## config.mk

```make
export PLATFORM = sky130hd
export DESIGN_NAME = csu_top
export DESIGN_NICKNAME = d
export VERILOG_FILES = /design/src/csu_pkg.sv /design/src/csu_wr_if.sv /design/src/csu_issue_entry.sv /design/src/csu_issue_queue.sv /design/src/csu_execute.sv /design/src/csu_top.sv
export VERILOG_INCLUDE_DIRS = /design/src
export SDC_FILE = /design/constraint.sdc
export NUM_CORES = 2
export LEC_CHECK = 0
export BUFFER_PORTS_ARGS = -buffer_cell sky130_fd_sc_hd__buf_2
export CAP_MARGIN = 10
export CORE_MARGIN = 5
export CORE_UTILIZATION = 60
export CTS_CLUSTER_SIZE = 24
export DETAILED_ROUTE_END_ITERATION = 8
export GPL_TIMING_DRIVEN = 0
export PLACE_DENSITY = 0.77
export SETUP_SLACK_MARGIN = 0.1
export SLEW_MARGIN = 20
export SYNTH_ARGS = -nofsm -noshare
export SYNTH_HDL_FRONTEND = slang
export SYNTH_HIERARCHICAL = 1
export SYNTH_SLANG_ARGS = --single-unit
```

## constraint.sdc

```tcl
create_clock -name i_clk -period 6.7 [get_ports i_clk]
set_clock_uncertainty 0.05 [all_clocks]
set_input_delay 0.67 -clock i_clk [delete_from_list [all_inputs] [get_ports i_clk]]
set_output_delay 0.67 -clock i_clk [all_outputs]
set_load 0.1 [all_outputs]
```

## src/csu_config.svh

```systemverilog
// Build-time sizes for the CSU scheduler and execute pipeline.
// Include this before using any CSU_* macro.

`ifndef CSU_CONFIG_SVH
`define CSU_CONFIG_SVH

// Scheduler
`define CSU_QUEUE_DEPTH 4

// Tags
`define CSU_RNID_W      4   // 16 physical registers
`define CSU_CMT_ID_W    5

// Datapath and CSR space
`define CSU_CSR_NUM     8
`define CSU_XLEN        32

`endif

```

## src/csu_pkg.sv

```systemverilog
// Shared types for the CSU scheduler, the execute stage and the testbench.
// Import with csu_pkg::* in the module header.

`include "csu_config.svh"

package csu_pkg;

  typedef logic [`CSU_RNID_W-1:0]           rnid_t;
  typedef logic [`CSU_CMT_ID_W-1:0]         cmt_id_t;  // ROB id, compared with head
  typedef logic [$clog2(`CSU_CSR_NUM)-1:0]  csr_addr_t;
  typedef logic [`CSU_XLEN-1:0]             xlen_t;

  // --------------------------------------------------
  // CSR operation and instruction payload
  // --------------------------------------------------
  typedef enum logic [1:0] {
    CSR_RW = 2'd0,   // Write rs1
    CSR_RS = 2'd1,   // Set bits of rs1
    CSR_RC = 2'd2    // Clear bits of rs1
  } csr_op_t;

  typedef struct packed {
    cmt_id_t   cmt_id;
    csr_op_t   op;
    csr_addr_t csr_addr;
    rnid_t     rs1_rnid;
    logic      rs1_ready;
    rnid_t     rd_rnid;
    logic      serial;     // Hold until ROB head
  } disp_t;

  typedef struct packed {
    logic  valid;
    disp_t inst;
  } issue_t;

  // --------------------------------------------------
  // Scheduler entry states
  // --------------------------------------------------
  typedef enum logic [1:0] {
    S_INIT   = 2'd0,
    S_WAIT   = 2'd1,
    S_ISSUED = 2'd2,
    S_CLEAR  = 2'd3
  } sched_state_t;

endpackage

```

## src/csu_wr_if.sv

```systemverilog
// Physical register write bus. The execute stage drives it and every
// scheduler entry snoops it as the wakeup broadcast.

`timescale 1ns/1ps

interface csu_wr_if
  import csu_pkg::*;
();

  logic  valid;     // Single-cycle strobe
  rnid_t rnid;
  xlen_t data;
  logic  src_ext;   // Write came from the external port

  modport producer (
    output valid, rnid, data, src_ext
  );

  modport consumer (
    input valid, rnid, data, src_ext
  );

endinterface

```

## src/csu_issue_entry.sv

```systemverilog
// One CSU scheduler entry. Holds a dispatched CSR instruction, tracks rs1
// readiness from the wakeup bus and offers itself to the picker.

`timescale 1ns/1ps
`include "csu_config.svh"

module csu_issue_entry
  import csu_pkg::*;
(
  input  logic              i_clk,
  input  logic              i_reset_n,

  input  logic              i_put,
  input  disp_t             i_put_data,
  input  logic              i_flush,
  input  cmt_id_t           i_rob_head_cmt_id,

  csu_wr_if.consumer        wr_if,

  input  logic              i_picked,
  output logic              o_valid,
  output logic              o_ready,
  output issue_t            o_entry
);

  sched_state_t r_state;
  sched_state_t w_state_next;
  disp_t        r_inst;
  disp_t        w_inst_next;
  rnid_t        w_rs1_rnid;
  logic         w_rs1_hit;
  logic         w_serial_ok;

  // At put time the incoming tag is compared, so a same-cycle write is not lost
  assign w_rs1_rnid = i_put ? i_put_data.rs1_rnid : r_inst.rs1_rnid;
  assign w_rs1_hit  = wr_if.valid & (wr_if.rnid == w_rs1_rnid);

  // --------------------------------------------------
  // Next state
  // --------------------------------------------------
  always_comb begin
    w_state_next          = r_state;
    w_inst_next           = r_inst;
    w_inst_next.rs1_ready = r_inst.rs1_ready | w_rs1_hit;

    case (r_state)
      S_INIT: begin
        if (i_put) begin
          w_inst_next           = i_put_data;
          w_inst_next.rs1_ready = i_put_data.rs1_ready | w_rs1_hit;
          // A put on the flush edge is dead on arrival
          w_state_next          = i_flush ? S_CLEAR : S_WAIT;
        end
      end
      S_WAIT: begin
        if (i_flush) begin
          w_state_next = S_CLEAR;
        end else if (i_picked) begin
          w_state_next = S_ISSUED;
        end
      end
      S_ISSUED: begin
        w_state_next = S_CLEAR;
      end
      default: begin
        w_state_next = S_INIT;            // S_CLEAR frees the slot
      end
    endcase
  end

  always_ff @(posedge i_clk or negedge i_reset_n) begin
    if (!i_reset_n) begin
      r_state <= S_INIT;
    end else begin
      r_state <= w_state_next;
    end
  end

  always_ff @(posedge i_clk) begin
    r_inst <= w_inst_next;
  end

  // Serialized ops run only at the ROB head
  assign w_serial_ok = !r_inst.serial | (i_rob_head_cmt_id == r_inst.cmt_id);

  assign o_valid = (r_state != S_INIT);
  assign o_ready = (r_state == S_WAIT) & r_inst.rs1_ready & w_serial_ok;
  assign o_entry = '{valid: o_valid, inst: r_inst};

  // --------------------------------------------------
  // Checks against the queue
  // --------------------------------------------------
  a_put_only_free: assert property (@(posedge i_clk) disable iff (!i_reset_n)
    i_put |-> (r_state == S_INIT))
    else $error("entry: put into an occupied slot");

  a_pick_only_ready: assert property (@(posedge i_clk) disable iff (!i_reset_n)
    i_picked |-> o_ready)
    else $error("entry: picked while not ready");

endmodule

```

## src/csu_issue_queue.sv

```systemverilog
// CSU issue queue. Allocates the lowest free entry on dispatch, picks the
// oldest ready entry through an age matrix and registers it for execute.

`timescale 1ns/1ps
`include "csu_config.svh"

module csu_issue_queue
  import csu_pkg::*;
(
  input  logic              i_clk,
  input  logic              i_reset_n,

  input  logic              i_disp_valid,
  input  disp_t             i_disp,
  input  logic              i_flush,
  input  cmt_id_t           i_rob_head_cmt_id,

  csu_wr_if.consumer        wr_if,

  output logic              o_full,
  output logic              o_iss_valid,
  output issue_t            o_iss
);

  localparam int DEPTH = `CSU_QUEUE_DEPTH;

  logic [DEPTH-1:0] w_valid;
  logic [DEPTH-1:0] w_ready;
  logic [DEPTH-1:0] w_put;
  logic [DEPTH-1:0] w_grant;
  logic [DEPTH-1:0] w_picked;
  issue_t           w_entry [DEPTH];
  logic [DEPTH-1:0] r_older [DEPTH];   // [i][j] set when entry i is older than j
  issue_t           w_pick_entry;
  logic             w_pick_valid;
  logic             r_iss_valid;
  issue_t           r_iss;

  for (genvar g = 0; g < DEPTH; g++) begin : g_entry
    csu_issue_entry u_entry (
      .i_clk             (i_clk),
      .i_reset_n         (i_reset_n),
      .i_put             (w_put[g]),
      .i_put_data        (i_disp),
      .i_flush           (i_flush),
      .i_rob_head_cmt_id (i_rob_head_cmt_id),
      .wr_if             (wr_if),
      .i_picked          (w_picked[g]),
      .o_valid           (w_valid[g]),
      .o_ready           (w_ready[g]),
      .o_entry           (w_entry[g])
    );
  end

  // --------------------------------------------------
  // Allocation
  // --------------------------------------------------
  always_comb begin
    w_put = '0;
    for (int i = DEPTH - 1; i >= 0; i--) begin
      if (!w_valid[i]) begin
        w_put    = '0;
        w_put[i] = i_disp_valid;        // Lowest free index wins
      end
    end
  end

  assign o_full = &w_valid;

  // New entry is younger than everything already held
  always_ff @(posedge i_clk or negedge i_reset_n) begin
    if (!i_reset_n) begin
      for (int i = 0; i < DEPTH; i++) begin
        r_older[i] <= '0;
      end
    end else begin
      for (int k = 0; k < DEPTH; k++) begin
        if (w_put[k]) begin
          for (int i = 0; i < DEPTH; i++) begin
            r_older[k][i] <= 1'b0;
            if (i != k) begin
              r_older[i][k] <= 1'b1;
            end
          end
        end
      end
    end
  end

  // --------------------------------------------------
  // Oldest-ready pick
  // --------------------------------------------------
  always_comb begin
    for (int i = 0; i < DEPTH; i++) begin
      w_grant[i] = w_ready[i];
      for (int j = 0; j < DEPTH; j++) begin
        if (j != i && w_ready[j] && r_older[j][i]) begin
          w_grant[i] = 1'b0;
        end
      end
    end
  end

  always_comb begin
    w_pick_entry = '0;
    for (int i = 0; i < DEPTH; i++) begin
      if (w_grant[i]) begin
        w_pick_entry = w_entry[i];
      end
    end
  end

  assign w_pick_valid = |w_grant;
  assign w_picked     = w_grant & {DEPTH{~i_flush}};   // Flush wins over pick

  always_ff @(posedge i_clk or negedge i_reset_n) begin
    if (!i_reset_n) begin
      r_iss_valid <= 1'b0;
    end else begin
      r_iss_valid <= w_pick_valid & ~i_flush;
    end
  end

  always_ff @(posedge i_clk) begin
    if (w_pick_valid) begin
      r_iss <= w_pick_entry;
    end
  end

  assign o_iss_valid = r_iss_valid;
  assign o_iss       = r_iss;

  a_no_disp_full: assert property (@(posedge i_clk) disable iff (!i_reset_n)
    i_disp_valid |-> !o_full)
    else $error("queue: dispatch while full");

endmodule

```

## src/csu_execute.sv

```systemverilog
// CSU execute stage. Reads rs1 and the addressed CSR for an issued op,
// updates the CSR and writes the old value back to rd with a wakeup.

`timescale 1ns/1ps
`include "csu_config.svh"

module csu_execute
  import csu_pkg::*;
(
  input  logic              i_clk,
  input  logic              i_reset_n,

  input  logic              i_iss_valid,
  input  issue_t            i_iss,

  input  logic              i_ext_wr_valid,
  input  rnid_t             i_ext_wr_rnid,
  input  xlen_t             i_ext_wr_data,

  csu_wr_if.producer        wr_if,

  output logic              o_done_valid,
  output cmt_id_t           o_done_cmt_id,
  output xlen_t             o_done_data
);

  localparam int PRF_NUM = 1 << `CSU_RNID_W;

  xlen_t   r_prf [PRF_NUM];
  xlen_t   r_csr [`CSU_CSR_NUM];
  logic    w_op_valid;
  xlen_t   w_rs1_data;
  xlen_t   w_csr_old;
  xlen_t   w_csr_new;
  logic    r_wb_valid;
  rnid_t   r_wb_rnid;
  xlen_t   r_wb_data;
  cmt_id_t r_wb_cmt_id;

  assign w_op_valid = i_iss_valid & i_iss.valid;
  assign w_rs1_data = r_prf[i_iss.inst.rs1_rnid];
  assign w_csr_old  = r_csr[i_iss.inst.csr_addr];

  always_comb begin
    case (i_iss.inst.op)
      CSR_RS:  w_csr_new = w_csr_old | w_rs1_data;
      CSR_RC:  w_csr_new = w_csr_old & ~w_rs1_data;
      default: w_csr_new = w_rs1_data;             // CSR_RW
    endcase
  end

  // --------------------------------------------------
  // CSR update and writeback register
  // --------------------------------------------------
  always_ff @(posedge i_clk or negedge i_reset_n) begin
    if (!i_reset_n) begin
      for (int i = 0; i < `CSU_CSR_NUM; i++) begin
        r_csr[i] <= '0;
      end
      r_wb_valid <= 1'b0;
    end else begin
      if (w_op_valid) begin
        r_csr[i_iss.inst.csr_addr] <= w_csr_new;
      end
      r_wb_valid <= w_op_valid;
    end
  end

  always_ff @(posedge i_clk) begin
    r_wb_rnid   <= i_iss.inst.rd_rnid;
    r_wb_data   <= w_csr_old;                       // Old value goes to rd
    r_wb_cmt_id <= i_iss.inst.cmt_id;
  end

  // External producer has priority on the shared write bus
  assign wr_if.valid   = i_ext_wr_valid | r_wb_valid;
  assign wr_if.src_ext = i_ext_wr_valid;
  assign wr_if.rnid    = i_ext_wr_valid ? i_ext_wr_rnid : r_wb_rnid;
  assign wr_if.data    = i_ext_wr_valid ? i_ext_wr_data : r_wb_data;

  // Register file follows the merged bus
  always_ff @(posedge i_clk or negedge i_reset_n) begin
    if (!i_reset_n) begin
      for (int i = 0; i < PRF_NUM; i++) begin
        r_prf[i] <= '0;
      end
    end else if (wr_if.valid) begin
      r_prf[wr_if.rnid] <= wr_if.data;
    end
  end

  assign o_done_valid  = r_wb_valid;
  assign o_done_cmt_id = r_wb_cmt_id;
  assign o_done_data   = r_wb_data;

  a_no_wr_collision: assert property (@(posedge i_clk) disable iff (!i_reset_n)
    wr_if.src_ext |-> !r_wb_valid)
    else $error("execute: external write collided with writeback");

endmodule

```

## src/csu_top.sv

```systemverilog
// CSU scheduler and execute pipeline top. Flat ports for dispatch, flush,
// ROB head, external register writes and completion.

`timescale 1ns/1ps
`include "csu_config.svh"

module csu_top
  import csu_pkg::*;
(
  input  logic       i_clk,
  input  logic       i_reset_n,
  input  logic       i_disp_valid,
  input  cmt_id_t    i_disp_cmt_id,
  input  csr_op_t    i_disp_op,
  input  csr_addr_t  i_disp_csr_addr,
  input  rnid_t      i_disp_rs1_rnid,
  input  logic       i_disp_rs1_ready,
  input  rnid_t      i_disp_rd_rnid,
  input  logic       i_disp_serial,
  input  logic       i_flush,
  input  cmt_id_t    i_rob_head_cmt_id,
  input  logic       i_ext_wr_valid,
  input  rnid_t      i_ext_wr_rnid,
  input  xlen_t      i_ext_wr_data,
  output logic       o_queue_full,
  output logic       o_done_valid,
  output cmt_id_t    o_done_cmt_id,
  output xlen_t      o_done_data
);

  disp_t  w_disp;
  logic   w_iss_valid;
  issue_t w_iss;

  csu_wr_if wr_if ();

  assign w_disp = '{cmt_id:    i_disp_cmt_id,
                    op:        i_disp_op,
                    csr_addr:  i_disp_csr_addr,
                    rs1_rnid:  i_disp_rs1_rnid,
                    rs1_ready: i_disp_rs1_ready,
                    rd_rnid:   i_disp_rd_rnid,
                    serial:    i_disp_serial};

  csu_issue_queue u_queue (
    .i_clk (i_clk), .i_reset_n (i_reset_n),
    .i_disp_valid (i_disp_valid), .i_disp (w_disp), .i_flush (i_flush),
    .i_rob_head_cmt_id (i_rob_head_cmt_id), .wr_if (wr_if.consumer),
    .o_full (o_queue_full), .o_iss_valid (w_iss_valid), .o_iss (w_iss)
  );

  csu_execute u_execute (
    .i_clk (i_clk), .i_reset_n (i_reset_n),
    .i_iss_valid (w_iss_valid), .i_iss (w_iss),
    .i_ext_wr_valid (i_ext_wr_valid), .i_ext_wr_rnid (i_ext_wr_rnid),
    .i_ext_wr_data (i_ext_wr_data), .wr_if (wr_if.producer),
    .o_done_valid (o_done_valid), .o_done_cmt_id (o_done_cmt_id),
    .o_done_data (o_done_data)
  );

endmodule

```

==> flow_summary.toml <==
[run_status]
status = "completed"

[job]
drv_cap = 0

[timing]
final.setup.tns_ns = 0
period_minus_slack_ns = 3.956
whs_ns = 0.1378
fmax_ghz = 0.2528
worstMarginPinSlew_ns = 1.358
finalCritPeriodShare = 0.5905
hold_viol_final = 0
final-setup-viol-count = 0
maxSlewViolCount = 0
relSlewSlack = 0.09449
rsz0062_at_grt = "false"

[setup_path]
cpPeakStageDelay_ns = 0.72
path_cells = "buf_2 > buf_2 > buf_4 > nand2_1 > nor2_2 > buf_2 > buf_1 > a221oi_1"
worst-r2r-setup-slack_ns = 2.74
worst_ep_required_time_ns = 7.16
cp_slowest_cell = "buf_1"
rr_startpoint = "u_queue/o_iss[10]"
critPathKind = "reg -> reg"
r2r-end = "u_execute/r_csr[8]"
critPathCaptureType = "flop"
cp_max_fo = 10
cp-start-kind = "flop"
worstPathArrival_ns = 4.41
path_common_cell = "buf_2"
ff2ff_path_depth = 8

[synthesis]
syn_area_um2 = 44720
syn_nets = 4047
syn_area_per_cell_um2 = 11.29
synthCells = 3963
synth_warnings = 6

[drt]
via_count = 38800
detail-route-antenna-nets = 0
drc = 0
drt_wl_total_um = 176300
dr.pass1.iters = 9
wl_per_cell_um = 33.64
vias_per_cell = 7.403
drt-initial-drc-count = 6341

[power_and_ir_drop]
peakVddDrop_uv = 385.9
switchingPower_w = 0.01369
sequentialPowerShare = 0.318
pwr-share-clk = 0.190
comb_power_share = 0.492
p_per_area_nw_per_um2 = 596.0
p_int_w = 0.01625
power.leakage_nw = 20.77
switching_share = 0.4574

[cts]
cts_tree = "done"
clkLatencyLatePin_ns = 0.70
cts_resized = 0
cts_buffers = 98
cts.path.max_buffers = 3
clkSlewWorstSetupHoldPaths_ns = 0.06
h-tree-depth = 3
cts_sinks = 930
cts-root-buf = "clkbuf_16"

[global_route]
grt_pass1_wl_um = 257200
grt-ovfl-total = 0
grt_usage = 0.4295
grt_max_degree = 101
antenna_found_initial = 7
grt_pass1_vias = 38540

[hold_path]
hp-start = "i_disp_cmt_id[2]"
hold_class = "in -> reg"
whs_endpoint = "u_queue/g_entry[1].u_entry/o_entry[17]"
min_delay_path_depth = 1

[finish]
fin_nets = 4266
final_common_cell = "dfrtp_1"
drive_above_1_share = 0.1743
area_growth_pct = 12.32
n_fill_cell = 5640
mostFrequentLayoutCells = "dfrtp_1 (790), nand2_1 (449), o21ai_0 (386)"

[placed_design]
port_buffers = 104
dpl.hpwl_um = 122000
gp_congestion = 1.048

[floorplanning]
fp.dieArea_um2 = 80100
die_y_um = 283.0
rows = 100
ios = 105
die_w_um = 283.0
start_util = 0.6028
core_um2 = 74200
how the worst max path moves through the flow:
stage | start | end | slack [ns] | cells after the start
5_1_grt | u_queue/o_iss[11] | u_execute/r_csr[136] | 2.83 | 8
4_1_cts | u_queue/o_iss[11] | u_execute/r_csr[181] | 2.79 | 10
3_5_place_dp | i_ext_wr_valid | u_execute/r_prf[398] | 2.64 | 7
2_1_floorplan | i_rob_head_cmt_id[0] | u_queue/o_iss[10] | 3.70 | 9
6_report | u_queue/o_iss[10] | u_execute/r_csr[8] | 2.74 | 8
3_3_place_gp | i_reset_n | u_execute/r_prf[252] | -12.21 | 1
power groups by stage:
| stage | Clock, W | Combinational, W | Sequential [W] |
|---|---|---|---|
| 2_1_floorplan | 0 | 0.00880 | 0.00963 |
| 3_3_place_gp | 0 | 0.0137 | 0.00940 |
| 3_5_place_dp | 0 | 0.0139 | 0.00947 |
| 4_1_cts | 0.00569 | 0.0140 | 0.00942 |
| 5_1_grt | 0.00595 | 0.0152 | 0.00971 |
| 6_report | 0.00568 | 0.0147 | 0.00952 |
layer usage:
metal  track usage  vias to the layer above  share of wire
met2        0.6240                     3252           0.43
li1              -                    15510              -
met1        0.5396                    19150           0.35
met3        0.1555                      886           0.14
met5      0.009524                        -        0.00077
met4        0.2953                        6          0.089
timing repair:
action | in CTS | in global routing
buffers inserted | 0 | 0
hold endpoints to repair | 45 | 0
hold buffers | 1 | 0
registers in the layout, summed over array words and instances (netlist names):
name	cells
u_queue/o_iss	19
u_execute/r_csr	256
u_execute/r_prf	512
u_queue/o_iss_valid	1
u_execute/o_done_cmt_id	5
u_queue/g_entry.u_entry/o_entry	80
u_queue/g_entry.u_entry/r_state	8
u_execute/o_done_valid	1
u_queue/r_older	12
u_execute/r_wb_rnid	4
u_execute/o_done_data	32
final cells by class:
class / count / area (um2) / share of cell area
inverters: 38 / 142.6 / 0.002839
clock buffers: 151 / 2975 / 0.05923
diodes: 4 / 10.01 / 0.0001993
flip-flops and latches: 930 / 23520 / 0.4683
clock inverters: 35 / 420.4 / 0.008369
well taps: 969 / 1212 / 0.02414
plain buffers: 381 / 1717 / 0.03417
multi-input cells: 2614 / 19380 / 0.3859
repair buffers: 119 / 849.6 / 0.01691
through the flow:
stage	util	setup WS, ns	power (W)	cell area [um2]	std cells
after floorplan	-	3.697	0.01843	44720	3963
after global placement	0.6261	-12.21	0.02305	46460	5036
after detailed placement	0.6304	2.640	0.02342	46780	5048
after CTS	0.6763	2.794	0.02916	50180	5235
after global routing	0.6770	2.832	0.03088	50230	5240
final	0.6770	2.744	0.02994	50230	5241
worst max-delay path, delay by kind of cell (launching register included):
family                 cells  cell delay (ns)
AO/OA/AOI/OAI              1             0.22
buffers and inverters      5             2.15
flip-flops                 1             0.51
AND/OR/NAND/NOR            2             0.81
No activity file was read; power rests on OpenSTA's default activity.
